**config.mk**
```make
export PLATFORM = sky130hd
export DESIGN_NAME = zs_layer_ctrl
export DESIGN_NICKNAME = d
export VERILOG_FILES = /design/src/zs_layer_ctrl.sv
export SDC_FILE = /design/constraint.sdc
export NUM_CORES = 1
export LEC_CHECK = 0
export BUFFER_PORTS_ARGS = -buffer_cell sky130_fd_sc_hd__buf_2
export CORE_AREA = 2 2 39 41
export DETAILED_ROUTE_END_ITERATION = 8
export DIE_AREA = 0 0 41 43
export PLACE_DENSITY = 0.43
export SETUP_SLACK_MARGIN = 0.15
export SLEW_MARGIN = 20
export SYNTH_ARGS = -nofsm -noshare
export SYNTH_HDL_FRONTEND = slang
export SYNTH_SLANG_ARGS = --single-unit
```
**constraint.sdc**
```tcl
create_clock -name clk -period 1.6 [get_ports clk]
set_clock_uncertainty 0.2 [all_clocks]
set_input_delay 0.24 -clock clk [delete_from_list [all_inputs] [get_ports clk]]
set_output_delay 0.24 -clock clk [all_outputs]
set_load 0.01 [all_outputs]
```
**src/zs_layer_ctrl.sv**
```systemverilog
`timescale 1ns/1ns

module zs_layer_ctrl (
    input  logic clk,
    input  logic reset,
    input  logic ps_loading,
    input  logic layer_done,
    output logic pl_need_weights,
    output logic pl_need_data,
    output logic clear,
    output logic run
);

    typedef enum logic [1:0] {
        ST_IDLE,
        ST_LOADING,
        ST_RUN
    } state_t;

    state_t state;

    always_ff @(posedge clk) begin
        if (reset) begin
            state           <= ST_IDLE;
            pl_need_weights <= 1'b1;
            pl_need_data    <= 1'b1;
            clear           <= 1'b1;
            run             <= 1'b0;
        end else begin
            case (state)
                ST_IDLE: begin
                    if (ps_loading) begin
                        pl_need_weights <= 1'b0;  // the processor has taken the request.
                        pl_need_data    <= 1'b0;
                        state           <= ST_LOADING;
                    end
                end
                ST_LOADING: begin
                    if (!ps_loading) begin  // both memories are filled now.
                        clear <= 1'b0;
                        run   <= 1'b1;
                        state <= ST_RUN;
                    end
                end
                ST_RUN: begin
                    if (layer_done) begin
                        clear           <= 1'b1;  // wipes all units for the next layer.
                        run             <= 1'b0;
                        pl_need_weights <= 1'b1;
                        pl_need_data    <= 1'b1;
                        state           <= ST_IDLE;
                    end
                end
                default: state <= ST_IDLE;
            endcase
        end
    end

    // the writer may only finish a layer that the controller has started.
    a_done_in_run: assert property (@(posedge clk) disable iff (reset)
        layer_done |-> (state == ST_RUN))
        else $error("layer_done outside the run state");

endmodule

```
### Word-level counts from Yosys, hierarchy flattened

Cells that the tools add are included.

* divide/modulo/power cells: 0
* reduce and logical (&&, ||, !) cells: 6
* shift-type cells: 0
* $mul: 0
* mux-type cells: 12
* magnitude comparators: 0
* $add $sub $neg: 0
* eq/ne operators: 5
* bitwise operators: 0

Operators by type and width (count)
* $reduce_and 3->1: 3
* $mux 2: 3
* $ne 2x2->1 const B: 3
* $pmux 1 s2: 3
* $pmux 2 s3: 1
* $mux 1: 5
* $reduce_bool 2->1: 2
* $eq 2x1->1 const B: 1
* $eq 2x2->1 const B: 1
* $logic_not 2->1: 1

* latch bits: 0
* output and inout bits: 4
* logic and storage cells: 27
* memory bits (read-only): 0
* input port bits: 4
* register bits after elaboration: 5
* memory bits (writable): 0
* memories: 0

### Logic depth before layout (Yosys ltp)

Gate-level depths: netlist of the first run.

* word-level depth: 3
* mapped depth: 2
* depth with buffers taken out: 2

### Worst setup path after synthesis of the first run

No wires, ideal clock.

* path kind: reg-to-reg
* start point: register state[1]
* end point: register state[1]
* path slack: 0.456 ns
* library setup time: 0.066 ns
* stages on the path, launching flop included: 3
* data required time: 1.334 ns
* arrival: 0.878 ns
* clock period less this slack: 1.144 ns
* path buffers: 0
* cell sequence: dfxtp_1 or3b_1 a21oi_2

* longest elaborated chain between the ends: 3
* elaborated cells between the ends (all ways): 8
* classes of those cells: eq/ne: 5; mux: 1; reduce/logical: 2

RTL lines
* start, declared: RTL line 20 `state_t state;`
* start signal, assigned: RTL line 24 `state <= ST_IDLE;`
* start signal, assigned: RTL line 35 `state <= ST_LOADING;`
* start signal, assigned: RTL line 42 `state <= ST_RUN;`
* $eq 2x1->1, or another cell as far along: RTL line 30 `case (state)`
* $ne 2x2->1 (no line)
* $reduce_and 3->1 (no line)

Parallel ways exist; a longest one is shown, timed or not.
A chain may end at the register's enable or synchronous reset.

### Worst setup path after layout of the first run

Ends and elaborated chain as after synthesis.

==> reports/results.ini, run 1 <==
[power]
powerDensity_mw_per_mm2=1092
cellInternalPower_uw=245.3
p_leak_nw=0.1189
pwr-share-clk=0.450
vdd_drop_max_mv=0.2725
switching_share=0.2327
power_switching_uw=74.38
combPwrFrac=0.110
power_frac_seq=0.440

[timing]
drv_slew=0
worst_slew_margin_rel=0.8387
rsz0062_at_grt=no
finalSetupViolations=0
fin_crit_ns=1.230
fin_crit_sh=0.7685
finalWorstSetupSlack_ns=0.3704
tightest_slew_ns=0.2416
max_freq_mhz=813.3
final-hold-violation-count=0
setup_tns_ns=0

[die]
rows=14
die_h_um=43
io_pins=8
die_area_sq_mm=0.001763
coreArea_sq_mm=0.001384
die_w_um=41
initial_core_util=0.1582

[synth]
postSynthCellCount=23
syn_nets=27
netlist.area_leader.share=0.4571
ys_top_cells_by_area=dfxtp_1, or3b_1, nor2b_1
yosysWarningCount=0
seq_area_frac_synth=0.4571
synthTopCellsByCount=dfxtp_1, inv_1, nor2b_1, or3b_1
synth-edff-count=0
ys_types=16
yosysMostFrequentCell=dfxtp_1
synth_flop_cell=dfxtp_1
yosys.area.top_type=dfxtp_1
syn_area_sq_um=219.0
synth.avg_cell_area_sq_um=9.520
yosys_register_bits=5
synthArstFlopShare=0

[detailed_routing]
vias_per_cell=4.163
drc_errors=0
num_vias=204
ant_nets=0
first_iter_violations=7
routedWlPerCell_um=9.286
routed_wl_um=455
first_pass_iters=4

[worst_setup_path]
critPathCaptureType=flip-flop
r2r-end=state[1]$_SDFFE_PP0P_
slowest_stage=dfxtp_1
slowest_delay_ns=0.44
worstSetupStartpointType=flip-flop
r2r_slack_ns=0.37
cp_top_family=flip-flops
cp_num_buf_inv=0
cp_cell_sequence=or3b_1, a21oi_2
path_class=flip-flop to flip-flop
arrival_ns=1.21
cp.required_ns=1.58
path_max_fanout=8
ff2ff_path_depth=2
r2r_start=state[1]$_SDFFE_PP0P_

[hold_path]
min_path_cells=2
hold_path.class=input pin to flip-flop
min_from=reset
hold_end=state[1]$_SDFFE_PP0P_

[grt]
grt_pass1_wl_um=828
grt_util_all_layers=0.07746
grt-ovfl-total=0
grt_max_degree=9
grt_pass1_vias=184
antenna_found_initial=0

[place]
placed_area_sq_um=266.5
numPortBuffers=7
post-place-ws_ns=0.3789
hpwl_um=332.8
gp_congestion=0.6020

[cts]
ctsHoldBuffers=0
cts-resized-gates=0
clk_path_buf_depth=2
root_buffer=clkbuf_4
cts_tree=built
cts_setup_buffers=0
cts.clk_slew.worst_paths_ns=0.04
h-tree-depth=1
clk_latency_ns=0.24
cts.sink_count=5
numCtsBuffers=3

[finish]
drive_gt1_frac=0.3333
final_design_area_no_fill_sq_um=292.8
antenna_cells=0
area_delta_synth_final_pct=33.71
layout.nets=38

[run_status]
outcome=complete, no violations

[job]
maxCapViolations=0

placed cells by master (no fill, tap or decap):
| cell type | instances |
|---|---|
| dfxtp_1 | 5 |
| clkbuf_4 | 3 |
| nor2_1 | 1 |
| a22oi_1 | 1 |
| o211ai_1 | 1 |
| o21ai_0 | 1 |
| nand2_1 | 1 |
| a32o_1 | 1 |
| o21bai_1 | 1 |
| or3b_1 | 2 |
| buf_2 | 7 |
| nor3b_1 | 1 |
| a21oi_1 | 1 |
| nor2b_1 | 2 |
| clkbuf_1 | 1 |
| nand3b_1 | 1 |
| a21oi_2 | 1 |
| inv_1 | 2 |
per-stage QoR:
step | power [mW] | hold slack [ns] | std cells | utilization
2_1_floorplan | 0.1635 | 0.1024 | 23 | -
3_3_place_gp | 0.1778 | 0.2770 | 45 | 0.1926
3_5_place_dp | 0.1783 | 0.2821 | 45 | 0.1926
4_1_cts | 0.3289 | 0.02700 | 49 | 0.2116
5_1_grt | 0.3479 | 0.04625 | 49 | 0.2116
6_report | 0.3197 | 0.03083 | 49 | 0.2116
cell families (layout without fill, tap and decap cells):
logic type,Yosys count,count (layout),share of synthesized area
and+or+nand+nor,8,8,0.2400
AOI/OAI and AO/OA,7,7,0.2343
DFF,5,5,0.4572
buffers and inverters,3,13,0.06860
power by group through the flow:
| stage | Sequential [mW] | Clock [mW] | Combinational [mW] |
|---|---|---|---|
| finish | 0.141 | 0.144 | 0.0351 |
| global route | 0.142 | 0.166 | 0.0401 |
| CTS | 0.141 | 0.153 | 0.0356 |
| detailed placement | 0.143 | 0 | 0.0354 |
| global placement | 0.142 | 0 | 0.0355 |
| floorplan | 0.144 | 0 | 0.0190 |
layout make-up:
cell class              count  area (sq um)
fillers                   158          1091
repair buffers              7         35.03
well taps                  16         20.02
flip-flops and latches      5         100.1
inverters                   2         7.507
clock buffers               4         26.28
multi-input cells          15         103.9
worst register-to-register path, cell delays in order, from the launching register on:
cell	delay [ns]
dfxtp_1	0.44
or3b_1	0.39
a21oi_2	0.13
registers in the layout, indices dropped and copies added, names as in the netlist:
register,cells
clear,1
pl_need_data,1
run,1
state,2
per-layer routing:
metal / up-vias / global-route usage / routed length [um]
met1: 86 / 0.1003 / 218
li1: 103 / - / -
met3: 2 / 0.04712 / 67
met5: - / 0 / 0
met4: 0 / 0.08000 / 5
met2: 13 / 0.07813 / 164
how the worst max path moves through the flow:
stage	start	to	slack (ns)	depth (start not counted)
after floorplan	state[1]$_SDFFE_PP0P_	state[1]$_SDFFE_PP0P_	0.46	2
after global placement	state[1]$_SDFFE_PP0P_	state[1]$_SDFFE_PP0P_	0.42	2
after detailed placement	state[1]$_SDFFE_PP0P_	state[1]$_SDFFE_PP0P_	0.38	2
after CTS	state[1]$_SDFFE_PP0P_	state[1]$_SDFFE_PP0P_	0.36	2
after global routing	state[1]$_SDFFE_PP0P_	state[1]$_SDFFE_PP0P_	0.30	2
final	state[1]$_SDFFE_PP0P_	state[1]$_SDFFE_PP0P_	0.37	2
No activity file was read; power rests on OpenSTA's default activity.
==> inputs of run 2 (changes only) <==
==> constraint.sdc (replaced) <==
create_clock -name clk -period 1.2 [get_ports clk]
set_clock_uncertainty 0.2 [all_clocks]
set_input_delay 0.18 -clock clk [delete_from_list [all_inputs] [get_ports clk]]
set_output_delay 0.18 -clock clk [all_outputs]
set_load 0.01 [all_outputs]
==> run 2 against run 1 <==
Net effect: the flow now finishes with violations (hold timing); worst hold slack worse by 0.066 ns; power is 40% higher; critical endpoint unchanged; first-iteration DRC count is 29% lower; critical path type unchanged.
==> reports/results.ini, run 2 (synthesis gave the netlist of run 1 again) <==
[place]
numPortBuffers=7
post-place-ws_ns=0.08122
hpwl_um=319.4
gp_congestion=0.6106

[die]
die_w_um=41
io_pins=8
initial_core_util=0.1582
coreArea_sq_mm=0.001384
rows=14
die_h_um=43
die_area_sq_mm=0.001763

[worst_setup_path]
cp.required_ns=1.17
critPathCaptureType=flip-flop
cp_cell_sequence=or3b_4, a21oi_2
slowest_stage=or3b_4
ff2ff_path_depth=2
arrival_ns=1.09
path_max_fanout=8
worstSetupStartpointType=flip-flop
path_class=flip-flop to flip-flop
slowest_delay_ns=0.37

[timing]
tightest_slew_ns=0.1820
rsz0062_at_grt=yes
worst_slew_margin_rel=0.8784
max_freq_mhz=891.8
fin_crit_ns=1.121
drv_slew=0
hold_slack_ns=-0.03482
setup_tns_ns=0
final-hold-violation-count=1
finalWorstSetupSlack_ns=0.07865
fin_crit_sh=0.9345
finalSetupViolations=0

[cts]
clk_latency_ns=0.24
numCtsBuffers=3
cts.clk_slew.worst_paths_ns=0.04
clk_path_buf_depth=2
root_buffer=clkbuf_4
h-tree-depth=1
cts_tree=built
cts.sink_count=5

[run_status]
outcome=complete, but fails checks
failed_checks=hold timing

[finish]
antenna_cells=0
drive_gt1_frac=0.5429
area_delta_synth_final_pct=57.14
top_register=state
fill_cells=153
layout_common_cells=dfxtp_2, buf_6, clkbuf_4, buf_2
largest_register_ff_count=2
layout.nets=40

[grt]
grt_util_all_layers=0.07545
grt_max_degree=9
grt_pass1_wl_um=814
grt-ovfl-total=0
antenna_found_initial=0
grt_pass1_vias=205

[power]
powerDensity_mw_per_mm2=1301
p_leak_nw=0.1400
cellInternalPower_uw=346.8
vdd_drop_max_mv=0.6317
power_switching_uw=101.0
combPwrFrac=0.155
switching_share=0.2255
pwr-share-clk=0.422
power_frac_seq=0.423

[detailed_routing]
ant_nets=0
first_pass_iters=3
first_iter_violations=5
routed_wl_um=470
routedWlPerCell_um=9.216
num_vias=204
drc_errors=0
vias_per_cell=4.000

[job]
maxCapViolations=0

[hold_path]
hold_path.class=input pin to flip-flop
min_path_cells=2

## run 2: metrics by stage
| step | power (mW) | util | hold slack [ns] | cells | cell area, sq um |
|---|---|---|---|---|---|
| 2_1_floorplan | 0.2183 | - | 0.03508 | 23 | 220.2 |
| 3_3_place_gp | 0.2359 | 0.1935 | 0.2053 | 45 | 267.8 |
| 3_5_place_dp | 0.2377 | 0.1935 | 0.2086 | 45 | 267.8 |
| 4_1_cts | 0.4544 | 0.2468 | -0.04471 | 51 | 341.6 |
| 5_1_grt | 0.4875 | 0.2486 | -0.04417 | 51 | 344.1 |
| 6_report | 0.4478 | 0.2486 | -0.03482 | 51 | 344.1 |
## run 2: layer usage
metal	global-route usage	routed length, um
met3	0.09424	55
met2	0.08438	176
met5	0	0
met1	0.08738	239
met4	0.02000	0
## run 2: area by class of cell
cell class	instances	area [sq um]	share of cell area
Tap cell	16	20.02	0.05818
Inverter	2	7.507	0.02182
Clock buffer	4	26.28	0.07636
Timing Repair Buffer	9	75.07	0.2182
Multi-Input combinational cell	15	106.4	0.3091
Sequential cell	5	108.9	0.3164
## run 2: repair_timing
| item | in CTS | in global routing |
|---|---|---|
| cloned | 0 | 0 |
| resized for setup | 9 | 1 |
| setup endpoints to repair | 5 | 7 |
| hold endpoints to repair | 2 | 2 |
| buffers inserted | 2 | 0 |
## run 2: power groups by stage
stage / logic [mW] / clock network, mW / registers, mW
after floorplan: 0.0255 / 0 / 0.193
after global placement: 0.0467 / 0 / 0.189
after detailed placement: 0.0473 / 0 / 0.190
after CTS: 0.0677 / 0.197 / 0.189
after global routing: 0.0768 / 0.220 / 0.191
final: 0.0692 / 0.189 / 0.190
## run 2: final timing paths
kind                                       startpoint                     to  slack (ns)
worst min-delay path                            reset  state[1]$_SDFFE_PP0P_       -0.03
worst max-delay path            state[1]$_SDFFE_PP0P_  state[1]$_SDFFE_PP0P_        0.08
worst min register to register  state[1]$_SDFFE_PP0P_  state[0]$_SDFFE_PP0P_        0.27
worst max register to register  state[1]$_SDFFE_PP0P_  state[1]$_SDFFE_PP0P_        0.08
## run 2: worst max-delay path: cells and delay by family, from the launching register on
family	cells	cell delay, ns
AOI/OAI and AO/OA	1	0.12
DFF	1	0.36
and+or+nand+nor	1	0.37
==> inputs of run 3 (changes only) <==
--- a/config.mk
+++ b/config.mk
@@ -10,7 +10,6 @@
 export DETAILED_ROUTE_END_ITERATION = 8
 export DIE_AREA = 0 0 41 43
 export PLACE_DENSITY = 0.43
-export SETUP_SLACK_MARGIN = 0.15
 export SLEW_MARGIN = 20
 export SYNTH_ARGS = -nofsm -noshare
 export SYNTH_HDL_FRONTEND = slang
==> run 3 against run 2 <==
Net effect: largest cell class is now multi-input gates; the flow now finishes without violations; fmax is 0.49% lower; sequential power hardly changed; cell count stayed put; combinational power is 24% lower; count of clock-buffer cells in the layout stayed put; first-iteration DRC count is 20% lower; sequential cell count stayed put; power is 3.2% lower; global-route usage is 0.39 points higher; non-clock buffer count stayed put.
==> reports/results.ini, run 3 (synthesis gave the netlist of run 1 again) <==
[run_status]
outcome=complete, no violations

[detailed_routing]
vias_per_cell=4.020
ant_nets=0
routed_wl_um=468
drc_errors=0
first_pass_iters=2
num_vias=205
routedWlPerCell_um=9.176
first_iter_violations=4

[worst_setup_path]
cp_num_buf_inv=0
r2r_slack_ns=0.07
r2r_start=state[1]$_SDFFE_PP0P_
critPathCaptureType=flip-flop
worstSetupStartpointType=flip-flop
arrival_ns=1.10
cp_cell_sequence=or3b_1, a21oi_2
path_max_fanout=6
r2r-end=state[1]$_SDFFE_PP0P_
cp.required_ns=1.17
cp_top_family=simple AND/OR/NAND/NOR gates
ff2ff_path_depth=2
slowest_delay_ns=0.37
path_class=flip-flop to flip-flop
slowest_stage=or3b_1

[power]
powerDensity_mw_per_mm2=1391
p_leak_nw=0.1289
report.power.total_uw=433.2
vdd_drop_max_mv=0.5796

[die]
coreArea_sq_mm=0.001384
die_area_sq_mm=0.001763
rows=14
initial_core_util=0.1582
die_h_um=43
io_pins=8
die_w_um=41

[timing]
finalSetupViolations=0
tightest_slew_ns=0.1585
setup_tns_ns=0
fin_crit_sh=0.9391
drv_slew=0
worst_slew_margin_rel=0.8941
rsz0062_at_grt=no
final-hold-violation-count=0
max_freq_mhz=887.4
fin_crit_ns=1.127

[cts]
clk_latency_ns=0.24
cts.sink_count=5
numCtsBuffers=3
h-tree-depth=1
cts_tree=built
cts.clk_slew.worst_paths_ns=0.04
clk_path_buf_depth=2
root_buffer=clkbuf_4
cts_setup_buffers=0

[grt]
grt-ovfl-total=0
antenna_found_initial=0
grt_max_degree=7
grt_util_all_layers=0.07940
grt_pass1_wl_um=814
grt_pass1_vias=198

[finish]
final_cells=51
layout_common_cells=buf_2, dfxtp_1, clkbuf_4
top_register=state
largest_register_ff_count=2
drive_gt1_frac=0.3714
fill_cells=152
layout_commonest_cell=buf_2
antenna_cells=0
area_delta_synth_final_pct=42.29
final_design_area_no_fill_sq_um=311.5
layout.nets=40

[place]
place_inst=46
hpwl_um=337.6
gp_congestion=0.5911
placed_area_sq_um=274.0
numPortBuffers=7

[hold_path]
min_from=reset
hold_path.class=input pin to flip-flop
hold_end=pl_need_data$_SDFFE_PP1P_
min_path_cells=3

[job]
maxCapViolations=0

[run 3: metrics by stage]
step / hold WS (ns) / setup slack [ns] / utilization
3_3_place_gp: 0.2119 / 0.06990 / 0.1980
6_report: 0.02238 / 0.07312 / 0.2251
3_5_place_dp: 0.2222 / 0.03417 / 0.1980
4_1_cts: 0.01622 / 0.02478 / 0.2242
5_1_grt: 0.03579 / 0.02647 / 0.2251
2_1_floorplan: 0.04244 / 0.05584 / -
[run 3: layout make-up]
cell class | count | area (sq um) | area share
Inverter | 2 | 7.507 | 0.02410
Multi-Input combinational cell | 15 | 103.9 | 0.3333
Tap cell | 16 | 20.02 | 0.06426
Sequential cell | 5 | 101.3 | 0.3253
Clock buffer | 4 | 26.28 | 0.08434
Timing Repair Buffer | 9 | 52.55 | 0.1687
[run 3: layer usage]
layer  vias up  routed length (um)  track usage
met4         0                   0      0.04000
li1        106                   -            -
met1        88                 229      0.08710
met5         -                   0            0
met3         0                  67      0.09424
met2        11                 171      0.08750
[run 3: worst max path at each step]
stage                               start                    end  slack [ns]  cells after the start
floorplan           state[1]$_SDFFE_PP0P_  state[1]$_SDFFE_PP0P_        0.06                      2
global placement    state[1]$_SDFFE_PP0P_  state[1]$_SDFFE_PP0P_        0.07                      2
detailed placement  state[1]$_SDFFE_PP0P_  state[1]$_SDFFE_PP0P_        0.03                      2
CTS                 state[1]$_SDFFE_PP0P_  state[1]$_SDFFE_PP0P_        0.02                      2
global route                        reset  state[0]$_SDFFE_PP0P_        0.03                      3
finish              state[1]$_SDFFE_PP0P_  state[1]$_SDFFE_PP0P_        0.07                      2
[run 3: report_power, final]
group	total (mW)	internal [mW]	switching [mW]
Combinational	0.0527	0.0272	0.0255
Clock	0.194	0.126	0.0679
Sequential	0.187	0.178	0.00876
Total	0.433	0.331	0.102
[run 3: worst min-delay path: cells and delay by family]
kind	cells	cell delay [ns]
buffers and inverters	1	0.13
AO/OA/AOI/OAI	2	0.12
[run 3: what timing repair did]
item	in CTS	in global routing
setup endpoints to repair	0	1
endpoints found under the hold margin	2	0
hold buffers	1	0
gates resized for setup	0	1
