===== src/zs_pkg.sv =====
package zs_pkg;

    parameter int DATA_W    = 32;
    parameter int WEIGHT_W  = 4;
    parameter int NUM_MAPS  = 8;   // also the number of weight lanes per word.
    parameter int CHANNEL_W = 4;
    parameter int PIXEL_W   = 4;

    // ends both the input and the output list.
    parameter logic [DATA_W-1:0] STOP_WORD = '1;

    // one word of a sparse list whose position holds channel or map in 15:8 and pixel in 7:0.
    typedef struct packed {
        logic [DATA_W-1:0] value;
        logic [DATA_W-1:0] position;
    } entry_t;

    typedef struct packed {
        logic                 valid;
        logic                 last;    // the stop word went past.
        logic [DATA_W-1:0]    value;
        logic [CHANNEL_W-1:0] channel;
        logic [PIXEL_W-1:0]   pixel;
    } elem_t;

    typedef struct packed {
        logic              en;
        logic [DATA_W-1:0] addr;
        entry_t            entry;
    } out_wr_t;

endpackage


===== src/zs_fetch.sv =====
`timescale 1ns/1ns

module zs_fetch #(
    parameter int IN_ADDR_W = 12
) (
    input  logic                         clk,
    input  logic                         reset,
    input  logic                         clear,
    input  logic                         run,
    output logic [IN_ADDR_W-1:0]         in_addr,
    input  zs_pkg::entry_t               in_rd,
    output logic [zs_pkg::CHANNEL_W-1:0] weight_addr,
    output zs_pkg::elem_t                elem
);

    import zs_pkg::*;

    logic rd_pending;  // a word asked for last cycle is on in_rd now.
    logic stopped;
    logic stop_now;
    logic issue;

    assign stop_now = rd_pending && (in_rd.position == STOP_WORD);
    assign issue    = run && !stopped && !stop_now;

    // the weight word for this channel comes back together with the registered element.
    assign weight_addr = in_rd.position[8 +: CHANNEL_W];

    always_ff @(posedge clk) begin
        if (reset || clear) begin
            in_addr    <= '0;
            rd_pending <= 1'b0;
            stopped    <= 1'b0;
        end else begin
            rd_pending <= issue;
            if (issue) begin
                in_addr <= in_addr + 1'b1;
            end
            if (stop_now) begin
                stopped <= 1'b1;  // the read already in flight behind it is dropped.
            end
        end
    end

    always_ff @(posedge clk) begin
        elem.value   <= in_rd.value;
        elem.channel <= in_rd.position[8 +: CHANNEL_W];
        elem.pixel   <= in_rd.position[PIXEL_W-1:0];
        if (reset || clear) begin
            elem.valid <= 1'b0;
            elem.last  <= 1'b0;
        end else begin
            elem.valid <= rd_pending && !stop_now;
            elem.last  <= stop_now;
        end
    end

    // data words carry only a channel and a pixel.
    a_position_clean: assert property (@(posedge clk) disable iff (reset || clear)
        (rd_pending && !stop_now) |-> (in_rd.position[DATA_W-1:16] == '0))
        else $error("input position has bits set above 15");

endmodule


===== config.mk =====
export PLATFORM = sky130hd
export DESIGN_NAME = zs_fetch
export DESIGN_NICKNAME = d
export VERILOG_FILES = /design/src/zs_pkg.sv /design/src/zs_fetch.sv
export SDC_FILE = /design/constraint.sdc
export NUM_CORES = 1
export LEC_CHECK = 0
export BUFFER_PORTS_ARGS = -buffer_cell sky130_fd_sc_hd__buf_2
export CAP_MARGIN = 20
export CORE_MARGIN = 5
export CORE_UTILIZATION = 42
export DETAILED_ROUTE_END_ITERATION = 16
export GPL_TIMING_DRIVEN = 0
export PLACE_DENSITY_LB_ADDON = 0.1
export SLEW_MARGIN = 20
export SYNTH_ARGS = -nofsm -noshare
export SYNTH_HDL_FRONTEND = slang
export SYNTH_SLANG_ARGS = --single-unit

===== constraint.sdc =====
create_clock -name clk -period 4.1 [get_ports clk]
set_input_delay 0.205 -clock clk [delete_from_list [all_inputs] [get_ports clk]]
set_output_delay 0.205 -clock clk [all_outputs]
set_load 0.05 [all_outputs]

# After elaboration in Yosys (flattened, before gate mapping)
# Cells that the tools add are included.
# Widths: inputs -> output; s select.
[classes]
n_addsub = 1
eq_ne = 1
reduce_logical = 7
[ops]
columns = ["cell", "count"]
rows = [
  ["$eq 32x32->1 const B", 1],
  ["$add 12x1->12 const B", 1],
  ["$logic_and 1x1->1", 4],
  ["$logic_not 1->1", 2],
  ["$logic_or 1x1->1", 1],
]
[totals]
reg_bits = 56
input_bits = 68
out_inout_bits = 58
wordCells = 17

# Depth between registers and ports, before layout
# Gate-level depths: netlist of the first run.
[depth]
word_depth = 4
mapped_depth = 7
depth_no_buf = 5

# Worst setup path after synthesis of the first run
# OpenSTA, ideal clock, no wires.
[synth_path]
kind = "register -> register"
from = "register in_addr[0]"
to = "register in_addr[10]"
setup_ns = 0.071
t_arrival_ns = 1.936
required_time_ns = 4.029
path_slack_ns = 2.093
stages_incl_launch_ff = 6
path_cell_list = "dfxtp_1 -> ha_1 -> nand2_1 -> or3_4 -> or4_1 -> a21oi_1"
[synth_between]
elab_chain_cells = 1
[synth_lines]
columns = ["element", "line", "source"]
rows = [
  ["from (decl)", "zs_fetch.sv:10", "output logic [IN_ADDR_W-1:0] in_addr,"],
  ["from (signal assigned)", "zs_fetch.sv:37", "in_addr <= in_addr + 1'b1;"],
  ["$add 12x1->12", "zs_fetch.sv:37", ""],
]
# No other way between the ends.
# A chain may end at the register's enable or synchronous reset.

# Worst setup path in the final report of the first run
[layout_path]
from = "input in_rd[2] (netlist bit)"
to = "register in_addr[3]"
[layout_between]
elab_chain_cells = 4
[layout_lines]
columns = ["element", "line", "source"]
rows = [
  ["from (decl)", "zs_fetch.sv:11", "input zs_pkg::entry_t in_rd,"],
  ["$eq 32x32->1", "zs_fetch.sv:23", "assign stop_now = rd_pending && (in_rd.position == STOP_WORD);"],
  ["$logic_and 1x1->1", "zs_fetch.sv:23", ""],
  ["$logic_not 1->1", "zs_fetch.sv:24", "assign issue = run && !stopped && !stop_now;"],
  ["$logic_and 1x1->1", "zs_fetch.sv:24", ""],
]
# No other way between the ends.

==> results.tsv, run 1 <==
stage	metric	value	unit
synthesis	Post-Synth Simple-Gate Area	18.92	%
grt	global-route usage over all layers	19.42	%
synthesis	number of standard cells after synthesis	143	
placement	post-DP HPWL	3415	µm
drt	total wire length	5067	µm
drt	first drt pass iteration count	4	
critical_path	WP data required	4.34	ns
clocking	later-pin clock latency in the skew report	0.30	ns
critical_path	CP Launch Type	input pin	
synthesis	compound-cell area share of the yosys netlist	8.183	%
synthesis	#FFs+latches synth	56	
floorplanning	overall die area	0.005328	mm²
sta	Layout Skew	0.006166	ns
synthesis	area share of the largest cell type after synthesis	67.27	%
sta	Max Clock Freq	528.3	MHz
floorplanning	number of rows created at floorplan	22	
power_and_ir_drop	maximum VDD drop	268.6	µV
sta	Setup TNS Final	0	ns
synthesis	sequential share of the synthesized area	67.27	%
critical_path	arrival time worst endpoint	2.13	ns
sta	Least-Margin Pin Slew	0.5846	ns
synthesis	library cells used by synthesis	31	
drt	DR DRC count	0	
placement	PortBufs	125	
sta	number of setup violations in the final report	0	
sta	Max-slew headroom	60.67	%
critical_path	Max Fanout on Critical Path	10	
synthesis	main combinational cell family by area after synthesis	simple AND/OR/NAND/NOR gates	
cells_and_area	most common cell after layout, fill and taps aside	sky130_fd_sc_hd__buf_2	
synthesis	synth top area cells	sky130_fd_sc_hd__dfxtp_1, sky130_fd_sc_hd__nand4_1, sky130_fd_sc_hd__buf_4, sky130_fd_sc_hd__nor2_1, sky130_fd_sc_hd__or4_1	
flow_run	count of max-cap constraint violations	0	
drt	met1 layer wirelength in the final routing	1875	µm
grt	GR Overflow Total	0	
floorplanning	core region area	0.003744	mm²
synthesis	Post-Synth XOR/XNOR Area	1.051	%
synthesis	synthesis warning total	0	
critical_path	element type at the critical path end	register	
synthesis	adder and majority cell fraction of the synthesized area	0.7508	%
min_path	class of the tightest hold or removal check	input pin to register	
placement	total placed cells including tap cells	316	
sta	count of endpoints failing hold in the final timing report	0	
drt	routed length per instance	14.15	µm
sta	final critical-path required period	1.893	ns
cells_and_area	layout filler cell count	268	
clocking	CTS clk-pin slew, worst paths	0.10	ns
power_and_ir_drop	static leakage	1.336	nW
grt	antenna violations before repair	0	
clocking	depth of the CTS H-tree	2	
clocking	Setup Fix Bufs, Post-CTS	0	
power_and_ir_drop	Overall Power	0.001119	W
clocking	clock tree buffer depth	2	
grt	vias in the first global route	1678	
synthesis	Post-Synthesis Cell Area	0.001667	mm²
clocking	TritonCTS clock tree	done	
drt	via density per instance	4.704	
sta	fin crit share	46.17	%
clocking	clock buffer count from CTS	5	
synthesis	multiplexer fraction of the synthesized cell area	0.6006	%
clocking	count of cells resized by post-cts repair	0	
cells_and_area	signed area change from the synthesized netlist to the final layout	68.47	%
drt	met2 wire len	2671	µm
power_and_ir_drop	PD cells	398.5	mW/mm²
synthesis	biggest area consumer among synthesized cells	sky130_fd_sc_hd__dfxtp_1	
placement	final weighted congestion in routability-driven placement	0.8063	
floorplanning	starting utilization of the core area	44.52	%
drt	number of routed nets with antenna violations	0	
drt	Routed met3 length	443	µm
clocking	Num Clock Sinks	56	
grt	pin count of the biggest net entering global routing	19	
synthesis	synthesized area divided by synthesized cell count	11.65	µm²
sta	final number of max-transition violations	0	
cells_and_area	final standard cell utilization of the core	75.00	%
cells_and_area	total number of nets in the final design	378	
cells_and_area	leading cell types in the layout, fill and taps excluded	sky130_fd_sc_hd__buf_2, sky130_fd_sc_hd__dfxtp_1, sky130_fd_sc_hd__dlygate4sd3_1, sky130_fd_sc_hd__nand4_1, sky130_fd_sc_hd__nor2_1	
cells_and_area	number of non-filler instances in the completed layout	358	
critical_path	category of the most critical setup path	input pin to register	
outcome	result of the run	finished, final reports clean	
drt	vias after detailed routing	1684	
critical_path	flop2flop setup slack	2.37	ns
floorplanning	horizontal die dimension	72.99	µm
clocking	hold buffers post-CTS	32	
cells_and_area	Antenna diodes	0	
drt	violation count after the first detailed-route iteration	70	
synthesis	synthesized net count	212	
sta	unrepaired setup endpoints after global routing	false	
drt	topmost layer with routed signal wires	met4	
clocking	Clock Root Buffer	sky130_fd_sc_hd__clkbuf_8	
cells_and_area	layout cells sized above 1	47.42	%
grt	wire length of the first global-routing pass	7879	µm
floorplanning	chip height	72.99	µm
floorplanning	I/O pin count	126	
sta	minimum hold slack	0.01743	ns
-- per-stage QoR --
step | area, µm² | setup slack, ns
2_1_floorplan | 1667 | 2.093
3_3_place_gp | 2352 | 2.393
3_5_place_dp | 2352 | 2.296
4_1_cts | 2788 | 2.370
5_1_grt | 2808 | 1.998
6_report | 2808 | 2.207
-- path summary, 6_finish.rpt --
kind	cells past startpoint	endpoint	startpoint
worst max-delay path	9	in_addr[3]$_SDFFE_PP0P_	in_rd[2]
worst min register to register	2	in_addr[11]$_SDFFE_PP0P_	in_addr[11]$_SDFFE_PP0P_
worst min-delay path	1	elem[0]$_DFF_P_	in_rd[0]
worst max register to register	5	in_addr[8]$_SDFFE_PP0P_	in_addr[0]$_SDFFE_PP0P_
-- state kept, by name, summed over array words and instances (netlist names) --
register and flops:
stopped 1, rd_pending 1, in_addr 12, elem 42
-- worst max-delay path, cell delays in order --
cell and delay (ns):
sky130_fd_sc_hd__dlygate4sd3_1 0.51, sky130_fd_sc_hd__buf_2 0.10, sky130_fd_sc_hd__nand4_1 0.14, sky130_fd_sc_hd__nor4_4 0.38, sky130_fd_sc_hd__and3_1 0.21, sky130_fd_sc_hd__buf_2 0.15, sky130_fd_sc_hd__buf_4 0.18, sky130_fd_sc_hd__o21ai_0 0.11
sky130_fd_sc_hd__a21oi_1 0.14
-- final cells by class --
cell class / instances / area, µm² / area share (%)
Tap cell: 48 / 60.06 / 2.139
Clock buffer: 5 / 68.82 / 2.451
Buffer: 8 / 50.05 / 1.783
Clock inverter: 3 / 46.29 / 1.649
Inverter: 1 / 3.754 / 0.1337
Multi-Input combinational cell: 78 / 491.7 / 17.51
Sequential cell: 56 / 1121 / 39.93
Timing Repair Buffer: 159 / 965.9 / 34.40
-- cell families (layout without fill, tap and decap cells) --
group                      after synthesis  after routing
and+or+nand+nor                         53             53
AOI/OAI and AO/OA                       21             21
buffers and inverters                    9            176
xor gates and xnor gates                 2              2
muxes                                    1              1
DFF                                     56             56
adders and majority gates                1              1
-- cells in the mapped netlist, drive strengths merged --
cell	n
a21oi	7
a31oi	4
a41o	2
and3	2
buf	6
clkbuf	2
dfxtp	56
ha	1
inv	1
mux2i	1
nand2	8
nand2b	1
nand3	4
nand4	13
nor2	10
nor2b	1
nor3	1
nor4	3
o21ai	3
o311ai	1
o31ai	4
or2	1
or3	4
or4	5
xnor2	2
-- routing by layer --
metal	vias to the layer above	track usage, %
li1	850	-
met2	80	36.25
met4	0	6.352
met3	7	4.683
met1	747	21.18
met5	-	0
-- report_power, final --
part	switching (W)	internal (W)
Combinational	0.000119	0.0000657
Sequential	0.00000619	0.000566
Clock	0.000177	0.000185
Total	0.000302	0.000817
Note: power is estimated with default switching activity, not from simulation.
==> run 2, diff against run 1 <==
Settings changed: CORE_UTILIZATION 42 to 35.
Clock period 4.1 ns to 1.7 ns, I/O delays scaled along.
==> results.tsv, run 2 (same netlist as run 1, synthesis figures left out) <==
stage	metric	value	unit
grt	global-route usage over all layers	15.85	%
drt	DR DRC count	0	
drt	vias after detailed routing	1693	
sta	setup ws final	0.09049	ns
drt	Routed met3 length	447	µm
power_and_ir_drop	static leakage	1.349	nW
drt	met2 wire len	2598	µm
clocking	Clock Root Buffer	sky130_fd_sc_hd__clkbuf_8	
clocking	depth of the CTS H-tree	2	
sta	Layout Skew	0.001444	ns
cells_and_area	number of flip-flops in the largest register	42	
cells_and_area	leading cell types in the layout, fill and taps excluded	sky130_fd_sc_hd__buf_2, sky130_fd_sc_hd__dfxtp_1, sky130_fd_sc_hd__dlygate4sd3_1, sky130_fd_sc_hd__nand4_1, sky130_fd_sc_hd__nor2_1	
critical_path	Max Fanout on Critical Path	6	
sta	number of setup violations in the final report	0	
placement	dpl ws	0.05655	ns
power_and_ir_drop	maximum VDD drop	563.8	µV
floorplanning	overall die area	0.006242	mm²
sta	count of endpoints failing hold in the final timing report	0	
grt	antenna violations before repair	0	
critical_path	arrival time worst endpoint	1.85	ns
cells_and_area	total area of multi-input combinational cells	511.7	µm²
cells_and_area	Antenna diodes	0	
cells_and_area	register with the highest flop count	elem	
sta	Max Clock Freq	621.3	MHz
placement	total placed cells including tap cells	322	
sta	Max-slew headroom	58.19	%
sta	fin crit share	94.68	%
clocking	Num Clock Sinks	56	
outcome	result of the run	finished, final reports clean	
drt	violation count after the first detailed-route iteration	64	
floorplanning	starting utilization of the core area	35.76	%
clocking	Setup Fix Bufs, Post-CTS	0	
power_and_ir_drop	power share of the clock group	28.2	%
critical_path	crit-path leading delay family	simple AND/OR/NAND/NOR gates	
critical_path	CP Buf/Inv Count	0	
floorplanning	core region area	0.004661	mm²
clocking	clock buffer count from CTS	5	
drt	via density per instance	4.576	
sta	unrepaired setup endpoints after global routing	true	
clocking	later-pin clock latency in the skew report	0.30	ns
drt	routed length per instance	13.31	µm
critical_path	CP Launch Type	register	
clocking	clock tree buffer depth	2	
cells_and_area	most common cell after layout, fill and taps aside	sky130_fd_sc_hd__buf_2	
cells_and_area	signed area change from the synthesized netlist to the final layout	74.10	%
clocking	TritonCTS clock tree	done	
cells_and_area	layout cells sized above 1	50.00	%
sta	final number of max-transition violations	0	
drt	met1 layer wirelength in the final routing	1856	µm
power_and_ir_drop	internal power	0.001815	W
cells_and_area	layout filler cell count	405	
grt	GR Overflow Total	0	
cells_and_area	number of non-filler instances in the completed layout	370	
cells_and_area	area occupied by registers	0.001154	mm²
drt	total wire length	4926	µm
power_and_ir_drop	switching pwr	0.0007220	W
power_and_ir_drop	portion of total power attributed to combinational logic	17.9	%
power_and_ir_drop	Overall Power	0.002537	W
floorplanning	number of rows created at floorplan	25	
floorplanning	I/O pin count	126	
grt	wire length of the first global-routing pass	7679	µm
power_and_ir_drop	PD cells	874.5	mW/mm²
placement	final weighted congestion in routability-driven placement	0.7300	
drt	topmost layer with routed signal wires	met4	
drt	number of routed nets with antenna violations	0	
floorplanning	horizontal die dimension	79.01	µm
critical_path	CP peak stage delay	0.47	ns
critical_path	element type at the critical path end	register	
min_path	class of the tightest hold or removal check	input pin to register	
critical_path	WP data required	1.94	ns
clocking	CTS clk-pin slew, worst paths	0.10	ns
critical_path	critical-path cell list	ha_4, nand2_1, or3_4, or4_1, a21oi_1	
power_and_ir_drop	sequential cell fraction of total power	53.9	%
sta	final critical-path required period	1.610	ns
flow_run	count of max-cap constraint violations	0	
critical_path	slowest stage cell, crit path	sky130_fd_sc_hd__or4_1	
power_and_ir_drop	Switching Share	28.46	%
cells_and_area	total number of nets in the final design	384	
placement	post-DP HPWL	3412	µm
drt	first drt pass iteration count	4	
grt	vias in the first global route	1723	
grt	pin count of the biggest net entering global routing	18	
cells_and_area	biggest registers after layout	elem (42), in_addr (12)	
floorplanning	chip height	79.01	µm
critical_path	category of the most critical setup path	register to register	
sta	Least-Margin Pin Slew	0.6215	ns
placement	PortBufs	125	
run 2: timing repair:
| action | 4_1_cts | 5_1_grt |
|---|---|---|
| endpoints found under the hold margin | 40 | 0 |
| endpoints found under the setup margin | 0 | 4 |
| resized for setup | 0 | 2 |
| hold buffers | 40 | 0 |
run 2: worst register-to-register path: cells and delay by family, from the launching register on:
family	cells	cell delay, ns
AO/OA/AOI/OAI	1	0.14
adder cells (fa/ha/maj)	1	0.14
flip-flops	1	0.39
AND/OR/NAND/NOR	3	0.88
run 2: worst paths after layout:
kind                            start                  endpoint  slack (ns)  cells after the start
min reg2reg  in_addr[11]$_SDFFE_PP0P_  in_addr[11]$_SDFFE_PP0P_        0.48                      2
min                               run     rd_pending$_SDFF_PP0_        0.07                      3
max           in_addr[0]$_SDFFE_PP0P_  in_addr[10]$_SDFFE_PP0P_        0.09                      5
max reg2reg   in_addr[0]$_SDFFE_PP0P_  in_addr[10]$_SDFFE_PP0P_        0.09                      5
run 2: power by group through the flow:
stage	registers (W)	clock network (W)	logic, W
finish	0.00137	0.000715	0.000454
CTS	0.00137	0.000750	0.000452
floorplan	0.00159	0	0.0000483
global route	0.00137	0.000803	0.000483
detailed placement	0.00140	0	0.000382
global placement	0.00140	0	0.000379
run 2: area by class of cell:
| class | instances | share of cell area (%) |
|---|---|---|
| inverters | 1 | 0.1294 |
| repair buffers | 165 | 35.36 |
| well taps | 54 | 2.329 |
| plain buffers | 8 | 1.725 |
| flip-flops and latches | 56 | 39.76 |
| clock inverters | 2 | 0.5606 |
| clock buffers | 6 | 2.501 |
| multi-input cells | 78 | 17.64 |
run 2: stage by stage:
step	setup TNS (ns)	hold slack [ns]	util (%)	instance area, µm²
2_1_floorplan	0	0.1127	-	1712
3_3_place_gp	0	0.1871	51.60	2405
5_1_grt	-0.01475	0.07799	62.26	2902
6_report	0	0.06693	62.26	2902
3_5_place_dp	0	0.1886	51.60	2405
4_1_cts	0	0.07736	62.09	2894
run 2: routing by layer:
| layer | global-route usage, % | vias up |
|---|---|---|
| li1 | - | 858 |
| met4 | 4.639 | 0 |
| met5 | 0 | - |
| met3 | 7.256 | 2 |
| met1 | 16.48 | 771 |
| met2 | 28.45 | 62 |
==> run 3, diff against run 2 <==
Settings changed: CORE_UTILIZATION 35 to 39.
Clock period 1.7 ns to 1.6 ns, I/O delays scaled along.
==> results.tsv, run 3 (same netlist as run 1, synthesis figures left out) <==
stage	metric	value	unit
floorplanning	core region area	0.004058	mm²
drt	number of routed nets with antenna violations	0	
power_and_ir_drop	power share of the clock group	27.7	%
critical_path	WP data required	1.84	ns
cells_and_area	final standard cell utilization of the core	73.42	%
power_and_ir_drop	sequential cell fraction of total power	53.9	%
floorplanning	overall die area	0.005681	mm²
critical_path	Max Fanout on Critical Path	5	
grt	pin count of the biggest net entering global routing	18	
placement	PortBufs	125	
cells_and_area	Antenna diodes	0	
drt	vias after detailed routing	1784	
critical_path	element type at the critical path end	register	
floorplanning	chip height	75.37	µm
floorplanning	starting utilization of the core area	41.07	%
power_and_ir_drop	static leakage	1.408	nW
power_and_ir_drop	Switching Share	28.32	%
floorplanning	number of rows created at floorplan	23	
cells_and_area	leading cell types in the layout, fill and taps excluded	sky130_fd_sc_hd__buf_2, sky130_fd_sc_hd__dfxtp_1, sky130_fd_sc_hd__dlygate4sd3_1, sky130_fd_sc_hd__nand4_1, sky130_fd_sc_hd__buf_4	
power_and_ir_drop	internal power	0.001932	W
sta	number of setup violations in the final report	0	
drt	first drt pass iteration count	4	
critical_path	capturing point of the worst reg2reg path	in_addr[11]$_SDFFE_PP0P_	
clocking	CTS clk-pin slew, worst paths	0.09	ns
sta	final critical-path required period	1.574	ns
drt	routed length per instance	14.82	µm
grt	global-route usage over all layers	19.50	%
cells_and_area	layout cells sized above 1	53.73	%
cells_and_area	number of flip-flops in the largest register	42	
sta	unrepaired setup endpoints after global routing	true	
outcome	result of the run	finished, final reports clean	
critical_path	flop2flop setup slack	0.03	ns
critical_path	depth of the most critical reg-to-reg path	5	
sta	count of endpoints failing hold in the final timing report	0	
placement	total cell area at the placement stage	0.002405	mm²
cells_and_area	signed area change from the synthesized netlist to the final layout	78.75	%
drt	DR DRC count	0	
placement	final weighted congestion in routability-driven placement	0.8142	
floorplanning	I/O pin count	126	
drt	violation count after the first detailed-route iteration	70	
grt	antenna violations before repair	0	
min_path	Hold Startpoint	run	
min_path	worst hold endpoint	rd_pending$_SDFF_PP0_	
critical_path	launch instance of the worst register-to-register path	in_addr[7]$_SDFFE_PP0P_	
power_and_ir_drop	switching pwr	0.0007630	W
clocking	Clock Root Buffer	sky130_fd_sc_hd__clkbuf_8	
sta	Layout Skew	0.005495	ns
power_and_ir_drop	PD cells	904.5	mW/mm²
power_and_ir_drop	maximum VDD drop	716.7	µV
clocking	later-pin clock latency in the skew report	0.30	ns
floorplanning	horizontal die dimension	75.37	µm
cells_and_area	biggest registers after layout	elem (42), in_addr (12)	
cells_and_area	number of non-filler instances in the completed layout	372	
sta	Least-Margin Pin Slew	0.5545	ns
power_and_ir_drop	portion of total power attributed to combinational logic	18.3	%
grt	vias in the first global route	1851	
sta	Max Clock Freq	635.3	MHz
sta	Max-slew headroom	62.69	%
cells_and_area	register with the highest flop count	elem	
critical_path	category of the most critical setup path	register to register	
drt	via density per instance	4.796	
cells_and_area	total number of nets in the final design	390	
min_path	class of the tightest hold or removal check	input pin to register	
grt	wire length of the first global-routing pass	8204	µm
grt	GR Overflow Total	0	
cells_and_area	Finished Cell Area	0.002979	mm²
critical_path	CP Launch Type	register	
critical_path	arrival time worst endpoint	1.81	ns
clocking	clock buffer count from CTS	5	
min_path	number of instances on the worst hold path	3	
clocking	TritonCTS clock tree	done	
placement	total placed cells including tap cells	318	
sta	final number of max-transition violations	0	
sta	fin crit share	98.38	%
drt	total wire length	5513	µm
placement	post-DP HPWL	3620	µm
cells_and_area	most common cell after layout, fill and taps aside	sky130_fd_sc_hd__buf_2	
clocking	clock tree buffer depth	2	
flow_run	count of max-cap constraint violations	0	
clocking	depth of the CTS H-tree	2	
clocking	Num Clock Sinks	56	
-- run 3: cell count changes in the layout (fill, tap and decap cells not counted), sizes merged --
cell      delta
inv          +1
clkinvlp     -1
buf          +6
-- run 3: routing by layer --
layer	part of all wire, %	wire length, µm	track usage (%)	vias to the layer above
li1	-	-	-	871
met1	35	1919	19.65	816
met2	53	2929	35.28	82
met3	9.3	515	7.916	15
met4	2.7	148	8.350	0
met5	0	0	0	-
-- run 3: area by class of cell --
cell class / instances / area (µm²)
sequential: 56 / 1155
tap: 50 / 62.56
fill: 292 / 1079
clock inverter: 2 / 13.76
timing repair buffer: 171 / 1071
inverter: 1 / 3.754
clock buffer: 6 / 72.57
multi-input combinational: 78 / 550.5
buffer: 8 / 50.05
-- run 3: worst max path at each step --
stage | start | to
2_1_floorplan | in_addr[6]$_SDFFE_PP0P_ | in_addr[11]$_SDFFE_PP0P_
3_3_place_gp | in_rd[10] | in_addr[4]$_SDFFE_PP0P_
3_5_place_dp | in_rd[10] | in_addr[4]$_SDFFE_PP0P_
4_1_cts | in_addr[7]$_SDFFE_PP0P_ | in_addr[11]$_SDFFE_PP0P_
5_1_grt | in_addr[7]$_SDFFE_PP0P_ | in_addr[11]$_SDFFE_PP0P_
6_report | in_addr[7]$_SDFFE_PP0P_ | in_addr[11]$_SDFFE_PP0P_
-- run 3: per-stage QoR --
stage	hold slack [ns]	setup slack, ns	total power (W)	setup TNS (ns)
finish	0.08110	0.02599	0.002695	0
global placement	0.1825	-0.04306	0.001886	-0.1418
floorplan	0.1077	-0.05883	0.001737	-0.1324
global route	0.06978	-0.04895	0.002805	-0.05803
CTS	0.09498	0.002892	0.002710	0
detailed placement	0.1836	-0.06450	0.001893	-0.1761
-- run 3: what timing repair did --
| action | 4_1_cts | 5_1_grt |
|---|---|---|
| pin swaps | 0 | 6 |
| endpoints found under the setup margin | 2 | 7 |
| buffers inserted | 2 | 4 |
| hold endpoints to repair | 40 | 0 |
| gates resized for setup | 0 | 11 |
| hold buffers | 40 | 0 |
-- run 3: power by group through the flow --
stage          clock, W  combinational, W  sequential (W)
2_1_floorplan         0         0.0000513         0.00169
3_3_place_gp          0          0.000403         0.00148
3_5_place_dp          0          0.000407         0.00149
4_1_cts        0.000774          0.000483         0.00145
5_1_grt        0.000827          0.000519         0.00146
6_report       0.000747          0.000494         0.00145
-- run 3: worst max-delay path, stage by stage, from the launching register on --
cell and delay, ns:
sky130_fd_sc_hd__dfxtp_4 0.37, sky130_fd_sc_hd__and3_4 0.19, sky130_fd_sc_hd__nand2_4 0.05, sky130_fd_sc_hd__or3_4 0.36
sky130_fd_sc_hd__or4_4 0.42, sky130_fd_sc_hd__a21oi_2 0.12
